[src/include/dcache_cfg.svh]
`ifndef DCACHE_CFG_SVH
`define DCACHE_CFG_SVH

// byte address width
`define DC_ADDR_W 32

// 16-byte lines
`define DC_OFFSET_W 4

// 16 sets
`define DC_INDEX_W 4

// what is left of the address
`define DC_TAG_W 24

// 32-bit words per line
`define DC_WORDS 4

`endif

[src/hw/dcache_pkg.sv]
package dcache_pkg;

`include "dcache_cfg.svh"

    typedef logic [`DC_ADDR_W-1:0] addr_t;
    typedef logic [31:0] word_t;
    typedef logic [3:0] wstrb_t;   // one bit per byte lane
    typedef logic [`DC_TAG_W-1:0] tag_t;
    typedef logic [`DC_INDEX_W-1:0] index_t;

    // word 0 in the low bits
    typedef logic [`DC_WORDS*32-1:0] line_t;

    typedef enum logic [1:0] {
        CS_RUN,
        CS_WRITEBACK,
        CS_REFILL
    } ctrl_state_e;

endpackage

[src/hw/way_if.sv]
`timescale 1ns/10ps

interface way_if
    import dcache_pkg::*;
();
    // lookup side
    index_t lookup_index;
    tag_t lookup_tag;

    // line install / store update
    logic wr_en;
    index_t wr_index;
    tag_t wr_tag;
    line_t wr_line;
    logic wr_dirty;

    // results, one cycle after lookup_index
    logic hit;
    logic valid;
    logic dirty;
    tag_t rd_tag;
    line_t rd_line;

    modport way (
        input lookup_index, lookup_tag,
        input wr_en, wr_index, wr_tag, wr_line, wr_dirty,
        output hit, valid, dirty, rd_tag, rd_line
    );

    modport ctrl (
        output lookup_index, lookup_tag,
        output wr_en, wr_index, wr_tag, wr_line, wr_dirty,
        input hit, valid, dirty, rd_tag, rd_line
    );

endinterface

[src/hw/dcache_way.sv]
`timescale 1ns/10ps

`include "dcache_cfg.svh"

module dcache_way
    import dcache_pkg::*;
(
    input logic clk,
    input logic reset,
    way_if.way bus
);

    localparam int SETS = 1 << `DC_INDEX_W;

    tag_t tag_mem [SETS];
    line_t line_mem [SETS];
    logic [SETS-1:0] valid_q;
    logic [SETS-1:0] dirty_q;

    // registered read port
    tag_t rd_tag_q;
    line_t rd_line_q;
    logic rd_valid_q;
    logic rd_dirty_q;

    // payload arrays
    always_ff @(posedge clk) begin
        if (bus.wr_en) begin
            tag_mem[bus.wr_index] <= bus.wr_tag;
            line_mem[bus.wr_index] <= bus.wr_line;
        end
        rd_tag_q <= tag_mem[bus.lookup_index];   // old contents on a same-edge write
        rd_line_q <= line_mem[bus.lookup_index];
    end

    // state bits
    always_ff @(posedge clk) begin
        if (reset) begin
            valid_q <= '0;
            dirty_q <= '0;
            rd_valid_q <= 1'b0;
            rd_dirty_q <= 1'b0;
        end else begin
            if (bus.wr_en) begin
                valid_q[bus.wr_index] <= 1'b1;
                dirty_q[bus.wr_index] <= bus.wr_dirty;
            end
            rd_valid_q <= valid_q[bus.lookup_index];
            rd_dirty_q <= dirty_q[bus.lookup_index];
        end
    end

    // lookup_tag comes from the request stage, same cycle as the read data
    assign bus.hit = rd_valid_q && (rd_tag_q == bus.lookup_tag);

    // victim info for the controller
    assign bus.valid = rd_valid_q;
    assign bus.dirty = rd_dirty_q;
    assign bus.rd_tag = rd_tag_q;
    assign bus.rd_line = rd_line_q;

endmodule

[src/flat_wrapper.sv]
// flat-port wrapper written by rule: the top's interface ports become plain ports
module dcache_way_flat import dcache_pkg::*;
  (clk, reset, bus_lookup_index, bus_lookup_tag, bus_wr_en, bus_wr_index, bus_wr_tag, bus_wr_line, bus_wr_dirty, bus_hit, bus_valid, bus_dirty, bus_rd_tag, bus_rd_line);
  way_if bus_i ();
  input logic clk;
  input logic reset;
  input wire logic [$bits(bus_i.lookup_index)-1:0] bus_lookup_index;
  input wire logic [$bits(bus_i.lookup_tag)-1:0] bus_lookup_tag;
  input wire logic [$bits(bus_i.wr_en)-1:0] bus_wr_en;
  input wire logic [$bits(bus_i.wr_index)-1:0] bus_wr_index;
  input wire logic [$bits(bus_i.wr_tag)-1:0] bus_wr_tag;
  input wire logic [$bits(bus_i.wr_line)-1:0] bus_wr_line;
  input wire logic [$bits(bus_i.wr_dirty)-1:0] bus_wr_dirty;
  output wire logic [$bits(bus_i.hit)-1:0] bus_hit;
  output wire logic [$bits(bus_i.valid)-1:0] bus_valid;
  output wire logic [$bits(bus_i.dirty)-1:0] bus_dirty;
  output wire logic [$bits(bus_i.rd_tag)-1:0] bus_rd_tag;
  output wire logic [$bits(bus_i.rd_line)-1:0] bus_rd_line;
  assign bus_i.lookup_index = bus_lookup_index;
  assign bus_i.lookup_tag = bus_lookup_tag;
  assign bus_i.wr_en = bus_wr_en;
  assign bus_i.wr_index = bus_wr_index;
  assign bus_i.wr_tag = bus_wr_tag;
  assign bus_i.wr_line = bus_wr_line;
  assign bus_i.wr_dirty = bus_wr_dirty;
  assign bus_hit = bus_i.hit;
  assign bus_valid = bus_i.valid;
  assign bus_dirty = bus_i.dirty;
  assign bus_rd_tag = bus_i.rd_tag;
  assign bus_rd_line = bus_i.rd_line;
  dcache_way u_core (.clk(clk), .reset(reset), .bus(bus_i));
endmodule
[config.mk]
export PLATFORM = sky130hd
export DESIGN_NAME = dcache_way_flat
export DESIGN_NICKNAME = d
export VERILOG_FILES = /design/src/hw/dcache_pkg.sv /design/src/hw/way_if.sv /design/src/hw/dcache_way.sv /design/src/flat_wrapper.sv
export VERILOG_INCLUDE_DIRS = /design/src /design/src/include
export SDC_FILE = /design/constraint.sdc
export NUM_CORES = 2
export LEC_CHECK = 0
export ABC_AREA = 1
export BUFFER_PORTS_ARGS = -buffer_cell sky130_fd_sc_hd__clkbuf_2
export CORE_UTILIZATION = 25
export CTS_CLUSTER_SIZE = 30
export DETAILED_ROUTE_END_ITERATION = 10
export PLACE_DENSITY_LB_ADDON = 0.08
export SYNTH_ARGS = -nofsm -noshare
export SYNTH_HDL_FRONTEND = slang
export SYNTH_SLANG_ARGS = --single-unit
[constraint.sdc]
create_clock -name clk -period 15.8 [get_ports clk]
set_input_delay 0.79 -clock clk [delete_from_list [all_inputs] [get_ports clk]]
set_output_delay 0.79 -clock clk [all_outputs]
set_load 0.05 [all_outputs]
==> run metrics <==
TritonCTS clock tree=done; TNS Setup=0 ns; Unique masters post-synth=24; die area=405,000 µm²; Fin. Hold Viols=0; skew final=0.0411 ns; max-slew violation count=0; Routed WL per cell=24.9 µm; Data arrival, critical path=5.45 ns; RD Place Congestion=0.715; setup bufs post-CTS=0; Ports=343; aggregate global routing overflow=0; Placed Cells=13,100; row cnt=232; peak supply drop=0.0770 mV; Total Power=approximately 16 mW; router iterations before antenna repair=5; Post-CTS Hold Buffers=0; Setup Crit Path Kind=in -> reg; number of nets in the layout=roughly 8,300; Slew headroom=between 20% and 30%; clk buf depth=4; DP HPWL=about 160,000 µm; CTS Buf Count=320; path depth of the worst reg2reg path=6; via density per instance=4.59; hold path cells=1; Reg-to-Reg Start=u_core.line_mem[10][67]; final-report setup violation count=0; Core Box Area=approximately 400,000 µm²; 1st-iter DRT viols=4,680; CP Capture Type=flip-flop; htree depth=5; fin cells=around 14,000; Starting Density=roughly a quarter; # resized after CTS=0; r2r endpoint=u_core.bus.rd_line[67]; Syn Nets=8,059; root buffer cell=clkbuf_16; Period minus WS final=4.61 ns; Die Y=between 600 and 700 µm; PD cells=136 nW/µm²; CTS Sinks=2,618; Reg2Reg Setup Slack=approximately 14 ns; PortBufs=between 300 and 400; CP startpoint kind=input port; Worst Tran Pin Value=1.12 ns; Tot GR Track Use=between 15 and 20%; final wirelength=around 340,000 µm; Synth warnings=0; critical-path cell list=buf_8 -> buf_4 -> buf_4 -> buf_4 -> buf_12 -> buf_4 -> nor2_1 -> nor2_1 -> o21ai_0 -> o211ai_1 -> nand3_1 -> nand2_1; die width=637 µm; most common cell after layout, fill and taps aside=edfxtp_1; most frequent cells in the layout=edfxtp_1, nand2_1, nor2_1; Max Freq=217 MHz; number of global-route vias before repair=62,500; Synth-to-Final Area Change=17.5%; Min-Delay Endpoint=u_core.line_mem[15][91]; hold path start=bus_wr_line[91]; most frequent CP cell=buf_4; Pleak=40.1 nW; Worst path slowest cell=buf_4; Hold/Removal Path Class=in -> reg; flip-flop and latch count after synthesis=~2,600; period utilization=29.2%; largest net degree at the start of global routing=189; Cells after Synth=7,871; RSZ-0062 raised after global routing=false; Max-Cap Viols=0; first-pass GRT wire length=482,000 µm; Clock Latency Late Sink=a little over 0.9 ns; total number of vias=62,800; DRC viols=0; outcome=finished, final reports clean; Antenna Nets Post-Route=0; Synth Area per Inst=12.8 µm²; initial antenna violation count=81; Worst path max stage delay=0.67 ns; Critical Path RT=16.63 ns; Clock transition at path regs=~0.06 ns; worst-path maximum fanout=180; worst hold slack=roughly 0.29 ns; Seq/Total Area, Yosys=76.2%; layout cells sized above 1=11.0%; Post-Syn Area=101,000 µm²
==> metal layers <==
layer,share of wire [%],global-route usage (%)
met4,2.3,3.92
met5,0.081,0
met3,4.6,2.61
met1,47,22.7
met2,46,26.7
==> layout make-up <==
type | instances | area (µm²)
clock buffer | 457 | 8920
sequential | 2618 | 76800
antenna | 9 | 22.5
clock inverter | 123 | 1360
fill | 40500 | 282000
multi-input combinational | 4570 | 21100
inverter | 167 | 672
tap | 5265 | 6590
timing repair buffer | 464 | 2880
==> cell usage after synthesis <==
| master | instances | area share [%] |
|---|---|---|
| nand2_1 | 1511 | 5.6 |
| and2_1 | 13 | 0.081 |
| o22ai_1 | 1 | 0.0062 |
| nand3b_1 | 1 | 0.0075 |
| o21ai_0 | 700 | 3.5 |
| dfxtp_1 | 186 | 3.7 |
| buf_6 | 3 | 0.034 |
| buf_2 | 204 | 1.0 |
| o21ai_1 | 55 | 0.27 |
| edfxtp_1 | 2432 | 73 |
| a211oi_1 | 15 | 0.11 |
| xnor2_1 | 3 | 0.026 |
| buf_4 | 22 | 0.16 |
| nor3_1 | 1 | 0.0050 |
| nand3_1 | 817 | 4.1 |
| inv_2 | 2 | 0.0075 |
| xor2_1 | 3 | 0.026 |
| a21oi_1 | 110 | 0.55 |
| clkbuf_1 | 226 | 0.84 |
| clkinv_1 | 1 | 0.0037 |
| o211ai_1 | 427 | 3.2 |
| nor2_1 | 913 | 3.4 |
| inv_1 | 164 | 0.61 |
| buf_1 | 61 | 0.23 |
==> registers in the layout, indices dropped and copies added, names as in the netlist <==
register,flops
u_core.line_mem,2048
u_core.tag_mem,384
u_core.bus.rd_line,128
u_core.bus.rd_tag,24
u_core.dirty_q,16
u_core.valid_q,16
u_core.bus.dirty,1
u_core.bus.valid,1
==> cells by family (layout without fill, tap and decap cells) <==
logic type	Yosys count	in the layout	synth area share [%]
compound gates	1308	1308	7.60
xor+xnor	6	6	0.0522
flops	2618	2618	76.2
simple gates	3256	3256	13.2
buf+inv	683	1211	2.90
other cells	0	9	0
==> power breakdown <==
| group | switching [mW] | internal, mW | total [mW] |
|---|---|---|---|
| registers | 0.0685 | 7.75 | 7.82 |
| logic | 0.799 | 0.224 | 1.02 |
| clock network | 3.03 | 4.21 | 7.24 |
| total | 3.90 | 12.2 | 16.1 |
==> how the worst max path moves through the flow <==
stage / from / to / slack [ns] / depth (start not counted)
6_report: bus_lookup_index[0] / u_core.bus.rd_line[50] / 11.19 / 12
5_1_grt: bus_lookup_index[0] / u_core.bus.rd_line[50] / 10.84 / 12
4_1_cts: bus_lookup_index[0] / u_core.bus.rd_line[50] / 11.16 / 12
3_5_place_dp: bus_lookup_index[0] / u_core.bus.rd_line[50] / 10.15 / 12
3_3_place_gp: bus_lookup_index[0] / u_core.bus.rd_line[50] / 10.09 / 12
2_1_floorplan: bus_wr_index[2] / u_core.dirty_q[3] / 7.45 / 5
==> stage by stage <==
step | util, % | setup slack, ns | instance area [µm²]
floorplan | - | 7.45 | 101000
global placement | 27.0 | 10.09 | 108000
detailed placement | 27.0 | 10.15 | 108000
CTS | 29.6 | 11.16 | 118000
global route | 29.6 | 10.84 | 118000
finish | 29.6 | 11.19 | 118000
==> critical path, delay by kind of cell <==
kind                   cells  cell delay [ns]
AOI/OAI and AO/OA          2             0.26
buffers and inverters      6             3.69
and+or+nand+nor            4             0.42
(Power assumes the default switching activity.)
