$ cat src/include/dcache_cfg.svh
`ifndef DCACHE_CFG_SVH
`define DCACHE_CFG_SVH

// byte address width
`define DC_ADDR_W 32

// 16-byte lines
`define DC_OFFSET_W 4

// 16 sets
`define DC_INDEX_W 4

// what is left of the address
`define DC_TAG_W 24

// 32-bit words per line
`define DC_WORDS 4

`endif

$ cat src/hw/dcache_pkg.sv
package dcache_pkg;

`include "dcache_cfg.svh"

    typedef logic [`DC_ADDR_W-1:0] addr_t;
    typedef logic [31:0] word_t;
    typedef logic [3:0] wstrb_t;   // one bit per byte lane
    typedef logic [`DC_TAG_W-1:0] tag_t;
    typedef logic [`DC_INDEX_W-1:0] index_t;

    // word 0 in the low bits
    typedef logic [`DC_WORDS*32-1:0] line_t;

    typedef enum logic [1:0] {
        CS_RUN,
        CS_WRITEBACK,
        CS_REFILL
    } ctrl_state_e;

endpackage

$ cat src/hw/way_if.sv
`timescale 1ns/10ps

interface way_if
    import dcache_pkg::*;
();
    // lookup side
    index_t lookup_index;
    tag_t lookup_tag;

    // line install / store update
    logic wr_en;
    index_t wr_index;
    tag_t wr_tag;
    line_t wr_line;
    logic wr_dirty;

    // results, one cycle after lookup_index
    logic hit;
    logic valid;
    logic dirty;
    tag_t rd_tag;
    line_t rd_line;

    modport way (
        input lookup_index, lookup_tag,
        input wr_en, wr_index, wr_tag, wr_line, wr_dirty,
        output hit, valid, dirty, rd_tag, rd_line
    );

    modport ctrl (
        output lookup_index, lookup_tag,
        output wr_en, wr_index, wr_tag, wr_line, wr_dirty,
        input hit, valid, dirty, rd_tag, rd_line
    );

endinterface

$ cat src/hw/dcache_ctrl.sv
`timescale 1ns/10ps

`include "dcache_cfg.svh"

module dcache_ctrl
    import dcache_pkg::*;
(
    input logic clk,
    input logic reset,

    way_if.ctrl way0,
    way_if.ctrl way1,

    // cpu side
    input logic req_valid_i,
    input logic req_we_i,
    input addr_t req_addr_i,
    input wstrb_t req_wstrb_i,
    input word_t req_wdata_i,
    output logic stall_o,
    output word_t rdata_o,
    output logic rdata_valid_o,

    // memory side
    output logic rd_req_o,
    output addr_t rd_addr_o,
    input logic ret_valid_i,
    input line_t ret_data_i,
    output logic wr_req_o,
    output addr_t wr_addr_o,
    output line_t wr_data_o
);

    localparam int SETS = 1 << `DC_INDEX_W;

    // request stage
    logic req_valid_q;
    logic req_we_q;
    addr_t req_addr_q;
    wstrb_t req_wstrb_q;
    word_t req_wdata_q;

    tag_t tag_q;
    index_t index_q;
    logic [`DC_OFFSET_W-3:0] word_sel;

    ctrl_state_e state_q;
    ctrl_state_e state_d;
    logic [SETS-1:0] lru_q;

    logic hit_any;
    logic run_hit;
    logic write_hit;
    logic miss;
    logic refill_done;
    logic req_done;

    logic victim;
    logic victim_valid;
    logic victim_dirty;
    tag_t victim_tag;
    line_t victim_line;

    line_t hit_line;
    line_t base_line;
    line_t install_line;
    line_t data_line;

    // drop the strobed bytes of the store into one word of a line
    function automatic line_t merge_line(line_t base, logic [`DC_OFFSET_W-3:0] sel,
                                         wstrb_t strb, word_t data);
        line_t merged;
        merged = base;
        for (int b = 0; b < 4; b++) begin
            if (strb[b]) begin
                merged[sel*32 + b*8 +: 8] = data[b*8 +: 8];
            end
        end
        return merged;
    endfunction

    assign tag_q = req_addr_q[`DC_ADDR_W-1 -: `DC_TAG_W];
    assign index_q = req_addr_q[`DC_OFFSET_W +: `DC_INDEX_W];
    assign word_sel = req_addr_q[`DC_OFFSET_W-1:2];

    always_ff @(posedge clk) begin
        if (reset) begin
            req_valid_q <= 1'b0;
        end else if (!stall_o) begin
            req_valid_q <= req_valid_i;
        end else if (req_done) begin
            req_valid_q <= 1'b0;   // bubble so the next lookup sees the new line
        end
    end

    always_ff @(posedge clk) begin
        if (!stall_o) begin
            req_we_q <= req_we_i;
            req_addr_q <= req_addr_i;
            req_wstrb_q <= req_wstrb_i;
            req_wdata_q <= req_wdata_i;
        end
    end

    // hit combining
    assign hit_any = way0.hit || way1.hit;
    assign run_hit = (state_q == CS_RUN) && req_valid_q && hit_any;
    assign write_hit = run_hit && req_we_q;
    assign miss = (state_q == CS_RUN) && req_valid_q && !hit_any;
    assign refill_done = (state_q == CS_REFILL) && ret_valid_i;
    assign req_done = write_hit || refill_done;

    assign stall_o = (state_q != CS_RUN) || (req_valid_q && (req_we_q || !hit_any));

    assign hit_line = way1.hit ? way1.rd_line : way0.rd_line;

    // read data, from the hit way or straight off the refill
    assign data_line = (state_q == CS_REFILL) ? ret_data_i : hit_line;
    assign rdata_o = data_line[word_sel*32 +: 32];
    assign rdata_valid_o = (run_hit && !req_we_q) || (refill_done && !req_we_q);

    // lru bit names the way to replace next
    assign victim = lru_q[index_q];
    assign victim_valid = victim ? way1.valid : way0.valid;
    assign victim_dirty = victim ? way1.dirty : way0.dirty;
    assign victim_tag = victim ? way1.rd_tag : way0.rd_tag;
    assign victim_line = victim ? way1.rd_line : way0.rd_line;

    always_ff @(posedge clk) begin
        if (reset) begin
            lru_q <= '0;
        end else if (run_hit) begin
            lru_q[index_q] <= way0.hit;
        end else if (refill_done) begin
            lru_q[index_q] <= ~victim;
        end
    end

    always_comb begin
        state_d = state_q;
        case (state_q)
            CS_RUN: begin
                if (miss) begin
                    state_d = (victim_valid && victim_dirty) ? CS_WRITEBACK : CS_REFILL;
                end
            end
            CS_WRITEBACK: state_d = CS_REFILL;
            CS_REFILL: begin
                if (ret_valid_i) begin
                    state_d = CS_RUN;
                end
            end
            default: state_d = CS_RUN;
        endcase
    end

    always_ff @(posedge clk) begin
        if (reset) begin
            state_q <= CS_RUN;
        end else begin
            state_q <= state_d;
        end
    end

    // memory port
    assign wr_req_o = (state_q == CS_WRITEBACK);
    assign wr_addr_o = {victim_tag, index_q, {`DC_OFFSET_W{1'b0}}};
    assign wr_data_o = victim_line;
    assign rd_req_o = (state_q == CS_REFILL);
    assign rd_addr_o = {tag_q, index_q, {`DC_OFFSET_W{1'b0}}};

    // store merge, same path for write hit and write miss
    assign base_line = refill_done ? ret_data_i : hit_line;
    assign install_line = req_we_q ? merge_line(base_line, word_sel, req_wstrb_q, req_wdata_q)
                                   : base_line;

    // lookups stay on the held request while stalled
    assign way0.lookup_index = stall_o ? index_q : req_addr_i[`DC_OFFSET_W +: `DC_INDEX_W];
    assign way1.lookup_index = stall_o ? index_q : req_addr_i[`DC_OFFSET_W +: `DC_INDEX_W];
    assign way0.lookup_tag = tag_q;
    assign way1.lookup_tag = tag_q;

    assign way0.wr_en = (write_hit && way0.hit) || (refill_done && !victim);
    assign way1.wr_en = (write_hit && way1.hit) || (refill_done && victim);
    assign way0.wr_index = index_q;
    assign way1.wr_index = index_q;
    assign way0.wr_tag = tag_q;
    assign way1.wr_tag = tag_q;
    assign way0.wr_line = install_line;
    assign way1.wr_line = install_line;
    assign way0.wr_dirty = req_we_q;   // clean only for a read refill
    assign way1.wr_dirty = req_we_q;

endmodule

$ cat src/flat_wrapper.sv
// flat-port wrapper written by rule: the top's interface ports become plain ports
module dcache_ctrl_flat import dcache_pkg::*;
  (clk, reset, req_valid_i, req_we_i, req_addr_i, req_wstrb_i, req_wdata_i, stall_o, rdata_o, rdata_valid_o, rd_req_o, rd_addr_o, ret_valid_i, ret_data_i, wr_req_o, wr_addr_o, wr_data_o, way0_lookup_index, way0_lookup_tag, way0_wr_en, way0_wr_index, way0_wr_tag, way0_wr_line, way0_wr_dirty, way0_hit, way0_valid, way0_dirty, way0_rd_tag, way0_rd_line, way1_lookup_index, way1_lookup_tag, way1_wr_en, way1_wr_index, way1_wr_tag, way1_wr_line, way1_wr_dirty, way1_hit, way1_valid, way1_dirty, way1_rd_tag, way1_rd_line);
  way_if way0_i ();
  way_if way1_i ();
  input logic clk;
  input logic reset;
  input logic req_valid_i;
  input logic req_we_i;
  input addr_t req_addr_i;
  input wstrb_t req_wstrb_i;
  input word_t req_wdata_i;
  output logic stall_o;
  output word_t rdata_o;
  output logic rdata_valid_o;
  output logic rd_req_o;
  output addr_t rd_addr_o;
  input logic ret_valid_i;
  input line_t ret_data_i;
  output logic wr_req_o;
  output addr_t wr_addr_o;
  output line_t wr_data_o;
  output wire logic [$bits(way0_i.lookup_index)-1:0] way0_lookup_index;
  output wire logic [$bits(way0_i.lookup_tag)-1:0] way0_lookup_tag;
  output wire logic [$bits(way0_i.wr_en)-1:0] way0_wr_en;
  output wire logic [$bits(way0_i.wr_index)-1:0] way0_wr_index;
  output wire logic [$bits(way0_i.wr_tag)-1:0] way0_wr_tag;
  output wire logic [$bits(way0_i.wr_line)-1:0] way0_wr_line;
  output wire logic [$bits(way0_i.wr_dirty)-1:0] way0_wr_dirty;
  input wire logic [$bits(way0_i.hit)-1:0] way0_hit;
  input wire logic [$bits(way0_i.valid)-1:0] way0_valid;
  input wire logic [$bits(way0_i.dirty)-1:0] way0_dirty;
  input wire logic [$bits(way0_i.rd_tag)-1:0] way0_rd_tag;
  input wire logic [$bits(way0_i.rd_line)-1:0] way0_rd_line;
  output wire logic [$bits(way1_i.lookup_index)-1:0] way1_lookup_index;
  output wire logic [$bits(way1_i.lookup_tag)-1:0] way1_lookup_tag;
  output wire logic [$bits(way1_i.wr_en)-1:0] way1_wr_en;
  output wire logic [$bits(way1_i.wr_index)-1:0] way1_wr_index;
  output wire logic [$bits(way1_i.wr_tag)-1:0] way1_wr_tag;
  output wire logic [$bits(way1_i.wr_line)-1:0] way1_wr_line;
  output wire logic [$bits(way1_i.wr_dirty)-1:0] way1_wr_dirty;
  input wire logic [$bits(way1_i.hit)-1:0] way1_hit;
  input wire logic [$bits(way1_i.valid)-1:0] way1_valid;
  input wire logic [$bits(way1_i.dirty)-1:0] way1_dirty;
  input wire logic [$bits(way1_i.rd_tag)-1:0] way1_rd_tag;
  input wire logic [$bits(way1_i.rd_line)-1:0] way1_rd_line;
  assign way0_lookup_index = way0_i.lookup_index;
  assign way0_lookup_tag = way0_i.lookup_tag;
  assign way0_wr_en = way0_i.wr_en;
  assign way0_wr_index = way0_i.wr_index;
  assign way0_wr_tag = way0_i.wr_tag;
  assign way0_wr_line = way0_i.wr_line;
  assign way0_wr_dirty = way0_i.wr_dirty;
  assign way0_i.hit = way0_hit;
  assign way0_i.valid = way0_valid;
  assign way0_i.dirty = way0_dirty;
  assign way0_i.rd_tag = way0_rd_tag;
  assign way0_i.rd_line = way0_rd_line;
  assign way1_lookup_index = way1_i.lookup_index;
  assign way1_lookup_tag = way1_i.lookup_tag;
  assign way1_wr_en = way1_i.wr_en;
  assign way1_wr_index = way1_i.wr_index;
  assign way1_wr_tag = way1_i.wr_tag;
  assign way1_wr_line = way1_i.wr_line;
  assign way1_wr_dirty = way1_i.wr_dirty;
  assign way1_i.hit = way1_hit;
  assign way1_i.valid = way1_valid;
  assign way1_i.dirty = way1_dirty;
  assign way1_i.rd_tag = way1_rd_tag;
  assign way1_i.rd_line = way1_rd_line;
  dcache_ctrl u_core (.clk(clk), .reset(reset), .way0(way0_i), .way1(way1_i), .req_valid_i(req_valid_i), .req_we_i(req_we_i), .req_addr_i(req_addr_i), .req_wstrb_i(req_wstrb_i), .req_wdata_i(req_wdata_i), .stall_o(stall_o), .rdata_o(rdata_o), .rdata_valid_o(rdata_valid_o), .rd_req_o(rd_req_o), .rd_addr_o(rd_addr_o), .ret_valid_i(ret_valid_i), .ret_data_i(ret_data_i), .wr_req_o(wr_req_o), .wr_addr_o(wr_addr_o), .wr_data_o(wr_data_o));
endmodule
$ cat config.mk
export PLATFORM = sky130hd
export DESIGN_NAME = dcache_ctrl_flat
export DESIGN_NICKNAME = d
export VERILOG_FILES = /design/src/hw/dcache_pkg.sv /design/src/hw/way_if.sv /design/src/hw/dcache_ctrl.sv /design/src/flat_wrapper.sv
export VERILOG_INCLUDE_DIRS = /design/src /design/src/include
export SDC_FILE = /design/constraint.sdc
export NUM_CORES = 1
export LEC_CHECK = 0
export BUFFER_PORTS_ARGS = -buffer_cell sky130_fd_sc_hd__buf_2
export CORE_AREA = 2 2 434 436
export DETAILED_ROUTE_END_ITERATION = 12
export DIE_AREA = 0 0 436 438
export MAX_ROUTING_LAYER = met4
export PLACE_DENSITY = 0.3
export SYNTH_ARGS = -nofsm -noshare
export SYNTH_HDL_FRONTEND = slang
export SYNTH_SLANG_ARGS = --single-unit
$ cat constraint.sdc
create_clock -name clk -period 11 [get_ports clk]
set_input_delay 2.2 -clock clk [delete_from_list [all_inputs] [get_ports clk]]
set_output_delay 2.2 -clock clk [all_outputs]
set_load 0.01 [all_outputs]
==> impl_metrics.csv, run 1 <==
group,metric,value,unit
status,status,"complete, no violations",
logic_synthesis,synth_seq_cells,86,
worst_setup_path,timing.rr.start,"u_core.way0.wr_dirty",
worst_setup_path,crit-reg2reg-capture,"u_core.req_wdata_q[24]",
final_layout,post_route_cells_drive_above_1_share,54.3,%
clock_tree,clock_tree.buffer_depth,2,
clock_tree,cts-hold-fix-buffers,0,
grt,grt_max_degree,135,
logic_synthesis,syn_avg_cell_area,8.03,um2
final_layout,final_net_count,2991,
grt,grt_first_pass_wirelength,177000,um
worst_setup_path,critical_path_arrival,4.85,ns
die,design.core.area,187000,um2
timing,tightest_slew,1.04,ns
worst_setup_path,critical_path_rt,8.80,ns
power_and_ir_drop,power.density,115,nW/um2
clock_tree,clkSlewWorstSetupHoldPaths,0.09,ns
final_layout,final-instance-count-excl-fill,5009,
worst_setup_path,rrSetupSlack,7.87,ns
worst_setup_path,crit_path_max_incr_delay,0.80,ns
final_layout,area_growth_syn_to_layout,47.8,%
worst_setup_path,timing.critical_path.fanout_max,50,
logic_synthesis,synthFlopType,"edfxtp_1",
hold_path,worstHoldPathType,"reg2reg",
die,die-area,191000,um2
timing,setup_ws,3.95,ns
grt,grt_pass1_vias,15300,
timing,finalSetupViolCount,0,
clock_tree,cts_tree,"done",
worst_setup_path,critPathKind,"in2out",
clock_tree,cts.repair_timing.setup_buffer_count,0,
logic_synthesis,yosysSeqAreaShare,17.1,%
logic_synthesis,synth.yosys.warnings,0,
grt,global_route.usage.total,14.9,%
detailed_routing,total_drc_errors_in_the_routed_layout,0,
die,io-pin-count,1111,
power_and_ir_drop,total_leakage_power,0.00937,uW
detailed_routing,drtAntennaViolNets,0,
timing,final_max_slew_viol_count,0,
clock_tree,cts_htree_levels,3,
detailed_routing,routed_wirelength,145000,um
timing,clock_skew,0.0419,ns
logic_synthesis,async_flop_share,0,%
clock_tree,clock_buffer_count_from_cts,9,
grt,globalRouteOverflowTotal,0,
worst_setup_path,worst_path_max_delay_cell,"o21ai_1",
logic_synthesis,synthTopCellsByArea,"mux2_4 16%, buf_4 15%, edfxtp_1 14%, mux2i_1 10%, o21ai_1 7.6%",
logic_synthesis,yosysTopAreaCellShare,15.9,%
flow_run,cap_viol_max_count,0,
detailed_routing,dr_total_vias,16600,
hold_path,min_delay_path_depth,2,
logic_synthesis,post_synth_instance_area,14000,um2
logic_synthesis,synth_top_cells_by_count,"277 x buf_4, 275 x nand2_1, 212 x o21ai_1",
timing,layout_worst_path_cycle_share,64.1,%
clock_tree,postCtsResizedCells,0,
final_layout,post-route-util,11.1,%
timing,hold_ws,0.482,ns
detailed_routing,routed_via_density,3.32,
timing,finalWorstPathRequiredPeriod,7.05,ns
worst_setup_path,cp_cell_sequence,"buf_8 > buf_12 > mux2i_1 > nand2_1 > o21ai_1 > o21ai_1 > buf_2",
logic_synthesis,synth_largest_area_cell,"mux2_4",
die,die-width,436,um
detailed_routing,drtIter0Drc,1301,
die,fp.dieH,438,um
detailed_routing,wl_per_cell,29.0,um
placed_design,place.detailed.instances,4959,
clock_tree,worst_skew_pair.late_latency,0.47,ns
timing,timing.slew.headroom,30.5,%
placed_design,dpl.hpwl,125000,um
logic_synthesis,yosys.cell_types.count,46,
timing,rsz0062_at_grt,"false",
grt,grt_antenna_before_repair,39,
timing,max_clock_freq,142,MHz
placed_design,gp_weighted_congestion,0.912,
hold_path,hold_end,"u_core.lru_q[8]",
die,rows,159,
worst_setup_path,r2r_cells,4,
die,floorplan.initialDensity,7.49,%
placed_design,buffer_ports.inserted,1100,
clock_tree,numClockSinks,86,
logic_synthesis,synthesis.instances,1741,
hold_path,hp-start,"u_core.lru_q[8]",
timing,final.setup.tns,0,ns
detailed_routing,drt_pre_antenna_iters,5,
logic_synthesis,dominant_cell_by_count_in_the_synthesized_netlist,"buf_4",
logic_synthesis,synth-edff-count,67,
placed_design,place_ws,3.77,ns
worst_setup_path,end_kind,"output pin",
timing,report.final.hold_viol_count,0,
clock_tree,ctsRootBufferMaster,"clkbuf_16",
worst_setup_path,worst_setup_path_start_kind,"primary input",
worst_setup_path,critical_path.most_common_cell,"o21ai_1",
power_and_ir_drop,max-vdd-ir-drop,0.0660,mV
## layout make-up
cell class	count	area, um2
timing repair buffer	1134	5810
clock inverter	7	76.3
tap	2495	3120
inverter	5	25.0
antenna	34	85.1
multi-input combinational	1239	8920
sequential	86	2390
fill	21900	166000
clock buffer	9	225
## cells in the final DEF, fill, tap and decap left out, types with 6 or more instances in the layout
cell / n
nor2b_1: 10
clkbuf_16: 9
buf_4: 31
nand3_1: 80
o31ai_1: 6
nand2b_1: 12
conb_1: 8
buf_2: 1099
nand2_1: 274
o211ai_1: 32
mux2_1: 9
mux4_2: 33
o21ai_0: 76
edfxtp_1: 67
mux2i_1: 143
o21ai_1: 213
mux2_4: 148
diode_2: 34
and3_1: 13
a21oi_1: 65
dfxtp_1: 19
nor2_1: 76
## sequential cells by signal, indices dropped and copies added (netlist names)
register and count:
u_core.req_wdata_q 32, u_core.req_addr_q 30, u_core.lru_q 16, u_core.req_wstrb_q 4
u_core.state_q 2, u_core.req_valid_q 1, u_core.way0.wr_dirty 1
## cell families after synthesis
| group | synth area share (%) |
|---|---|
| mux | 32.4 |
| compound gates | 15.4 |
| other cells | 0.0268 |
| flops | 17.1 |
| simple gates | 14.8 |
| buf+inv | 19.8 |
| fa+ha+maj | 0.448 |
## through the flow
step / cell area (um2) / power, uW
finish: 20700 / 2370
global route: 20600 / 2520
CTS: 20600 / 2470
detailed placement: 20300 / 2010
global placement: 20300 / 2010
floorplan: 14000 / 1260
## how the worst max path moves through the flow
stage             start              endpoint
2_1_floorplan  way1_hit  way1_lookup_index[0]
3_3_place_gp   way1_hit           rdata_o[16]
3_5_place_dp   way1_hit           rdata_o[16]
4_1_cts        way1_hit           rdata_o[16]
5_1_grt        way1_hit           rdata_o[16]
6_report       way1_hit      way0_wr_line[71]
## critical path, delay by kind of cell
family / cells / cell delay (ns)
AOI/OAI and AO/OA: 2 / 0.90
buffers and inverters: 3 / 1.17
muxes: 1 / 0.27
and+or+nand+nor: 1 / 0.12
## layer usage
layer  GRT usage [%]  up-vias  wire length (um)
met3            5.22       72             13600
met4            2.51        0              2030
met2            24.6      854             70700
met1            17.6     8323             58900
met5               -        -                 0
li1                -     7398                 -
## where the power goes
| part | switching, uW | total [uW] | internal, uW |
|---|---|---|---|
| clock network | 247 | 409 | 162 |
| registers | 63.2 | 456 | 393 |
| logic | 978 | 1510 | 531 |
| total | 1290 | 2370 | 1090 |
No activity file was read; power rests on OpenSTA's default activity.
==> run 2: changes to the inputs <==
- clock period: 11 -> 6.9 ns (I/O delays scaled with it)
==> run 2 against run 1 <==
  * Critical path depth stayed put
  * Via count is 0.57% lower
  * Global-route usage hardly changed
  * Sequential share of layout area hardly changed
  * Die area stayed put
  * Critical path type is now reg2out
  * Critical endpoint is now wr_data_o[86]
  * Largest cell class unchanged
  * Highest routed layer unchanged
==> impl_metrics.csv, run 2 (synthesis gave the netlist of run 1 again) <==
group,metric,value,unit
clock_tree,cts.repair_timing.setup_buffer_count,0,
worst_setup_path,rrSetupSlack,3.71,ns
worst_setup_path,timing.rr.start,"u_core.req_addr_q[7]",
timing,layout_worst_path_cycle_share,78.7,%
die,die-area,191000,um2
final_layout,largest_register_ffs,32,
detailed_routing,route.met3.wl,13200,um
grt,grt_antenna_before_repair,42,
clock_tree,cts-hold-fix-buffers,0,
worst_setup_path,setup_crit_end,"wr_data_o[86]",
worst_setup_path,crit-reg2reg-capture,"u_core.state_q[1]",
die,design.core.area,187000,um2
timing,finalWorstPathRequiredPeriod,5.43,ns
clock_tree,ctsRootBufferMaster,"clkbuf_16",
final_layout,layout_commonest_cell,"buf_2",
clock_tree,numClockSinks,86,
worst_setup_path,critPathKind,"reg2out",
worst_setup_path,timing.critical_path.fanout_max,34,
timing,clock_skew,0.0338,ns
timing,timing.slew.headroom,37.5,%
power_and_ir_drop,power.density,183,nW/um2
grt,grt_pass1_vias,15300,
placed_design,dpl.hpwl,126000,um
flow_run,cap_viol_max_count,0,
detailed_routing,highest_layer,"met4",
clock_tree,worst_skew_pair.late_latency,0.49,ns
worst_setup_path,worst_setup_path_start_kind,"flip-flop",
clock_tree,postCtsResizedCells,0,
detailed_routing,dr_total_vias,16600,
placed_design,place.detailed.instances,4971,
final_layout,largest_reg_by_ff_count,"u_core.req_wdata_q",
grt,grt_first_pass_wirelength,177000,um
power_and_ir_drop,max-vdd-ir-drop,0.109,mV
die,fp.dieH,438,um
final_layout,post-route-util,11.1,%
timing,setup_ws,1.47,ns
detailed_routing,met2WireLength,71400,um
clock_tree,cts_htree_levels,3,
clock_tree,clock_buffer_count_from_cts,9,
hold_path,hp-start,"u_core.lru_q[3]",
worst_setup_path,critical_path_rt,5.52,ns
clock_tree,cts_tree,"done",
timing,finalSetupViolCount,0,
final_layout,commonest_cells_after_routing_fill_and_taps_aside,"1099 x buf_2, 274 x nand2_1, 212 x o21ai_1, 148 x mux2_4, 143 x mux2i_1",
detailed_routing,wirelength_met1,58900,um
detailed_routing,drtAntennaViolNets,0,
hold_path,worstHoldPathType,"reg2reg",
die,rows,159,
worst_setup_path,worst_setup_path_startpoint,"u_core.req_addr_q[7]",
placed_design,place_ws,1.71,ns
detailed_routing,routed_via_density,3.31,
detailed_routing,wl_per_cell,29.0,um
power_and_ir_drop,total_leakage_power,0.00944,uW
placed_design,buffer_ports.inserted,1100,
die,io-pin-count,1111,
grt,global_route.usage.total,14.9,%
timing,final_max_slew_viol_count,0,
detailed_routing,routed_wirelength,145000,um
worst_setup_path,r2r_cells,6,
worst_setup_path,end_kind,"output pin",
final_layout,largest_registers,"u_core.req_wdata_q (32), u_core.req_addr_q (30), u_core.lru_q (16)",
die,floorplan.initialDensity,7.49,%
clock_tree,clkSlewWorstSetupHoldPaths,0.09,ns
power_and_ir_drop,fin_total_pwr,3790,uW
clock_tree,clock_tree.buffer_depth,2,
timing,tightest_slew,0.912,ns
placed_design,gp_weighted_congestion,0.922,
die,die-width,436,um
detailed_routing,drtIter0Drc,1432,
timing,rsz0062_at_grt,"false",
final_layout,post_route_cells_drive_above_1_share,54.5,%
grt,grt_max_degree,73,
timing,final.setup.tns,0,ns
final_layout,final_net_count,3003,
detailed_routing,total_drc_errors_in_the_routed_layout,0,
final_layout,area_growth_syn_to_layout,48.3,%
final_layout,final-instance-count-excl-fill,5006,
timing,max_clock_freq,184,MHz
grt,globalRouteOverflowTotal,0,
timing,report.final.hold_viol_count,0,
detailed_routing,drt_pre_antenna_iters,6,
status,status,"complete, no violations",
worst_setup_path,critical_path_arrival,4.05,ns
## run 2: cell types whose count changed in the layout (fill, tap and decap cells not counted), sizes merged
cell   delta
buf      +12
diode    -15
## run 2: how the worst min path moves through the flow
stage               cells past startpoint              end
finish                                  2  u_core.lru_q[3]
global route                            2  u_core.lru_q[3]
CTS                                     2  u_core.lru_q[6]
detailed placement                      2  u_core.lru_q[6]
global placement                        2  u_core.lru_q[9]
floorplan                               2  u_core.lru_q[9]
## run 2: critical path: stages, from the launching register on
cell      delay, ns
edfxtp_1       0.89
mux2_2         0.42
mux4_2         0.51
nand2_1        0.22
nand2_8        0.33
buf_4          0.45
mux2_4         0.47
buf_2          0.16
## run 2: area by class of cell
type | count | area [um2]
fill | 22000 | 166000
multi-input combinational | 1239 | 8910
timing repair buffer | 1146 | 5910
tap | 2495 | 3120
sequential | 86 | 2390
clock buffer | 9 | 225
clock inverter | 7 | 86.3
antenna | 19 | 47.5
inverter | 5 | 25.0
## run 2: power breakdown
group	switching [uW]	leakage (uW)	total [uW]	internal, uW
combinational	1560	0.00845	2410	850
clock	393	0.000151	654	261
sequential	96.7	0.000842	724	627
## run 2: through the flow
step / hold slack [ns] / instance area (um2)
finish: 0.486 / 20700
global route: 0.505 / 20700
CTS: 0.483 / 20700
detailed placement: 0.467 / 20400
global placement: 0.461 / 20400
floorplan: 0.445 / 14000
## run 2: routing by layer
metal  vias to the layer above  GRT usage [%]
met4                         0           2.00
met5                         -              -
met3                        97           5.45
met1                      8198           17.4
met2                       865           24.9
li1                       7392              -
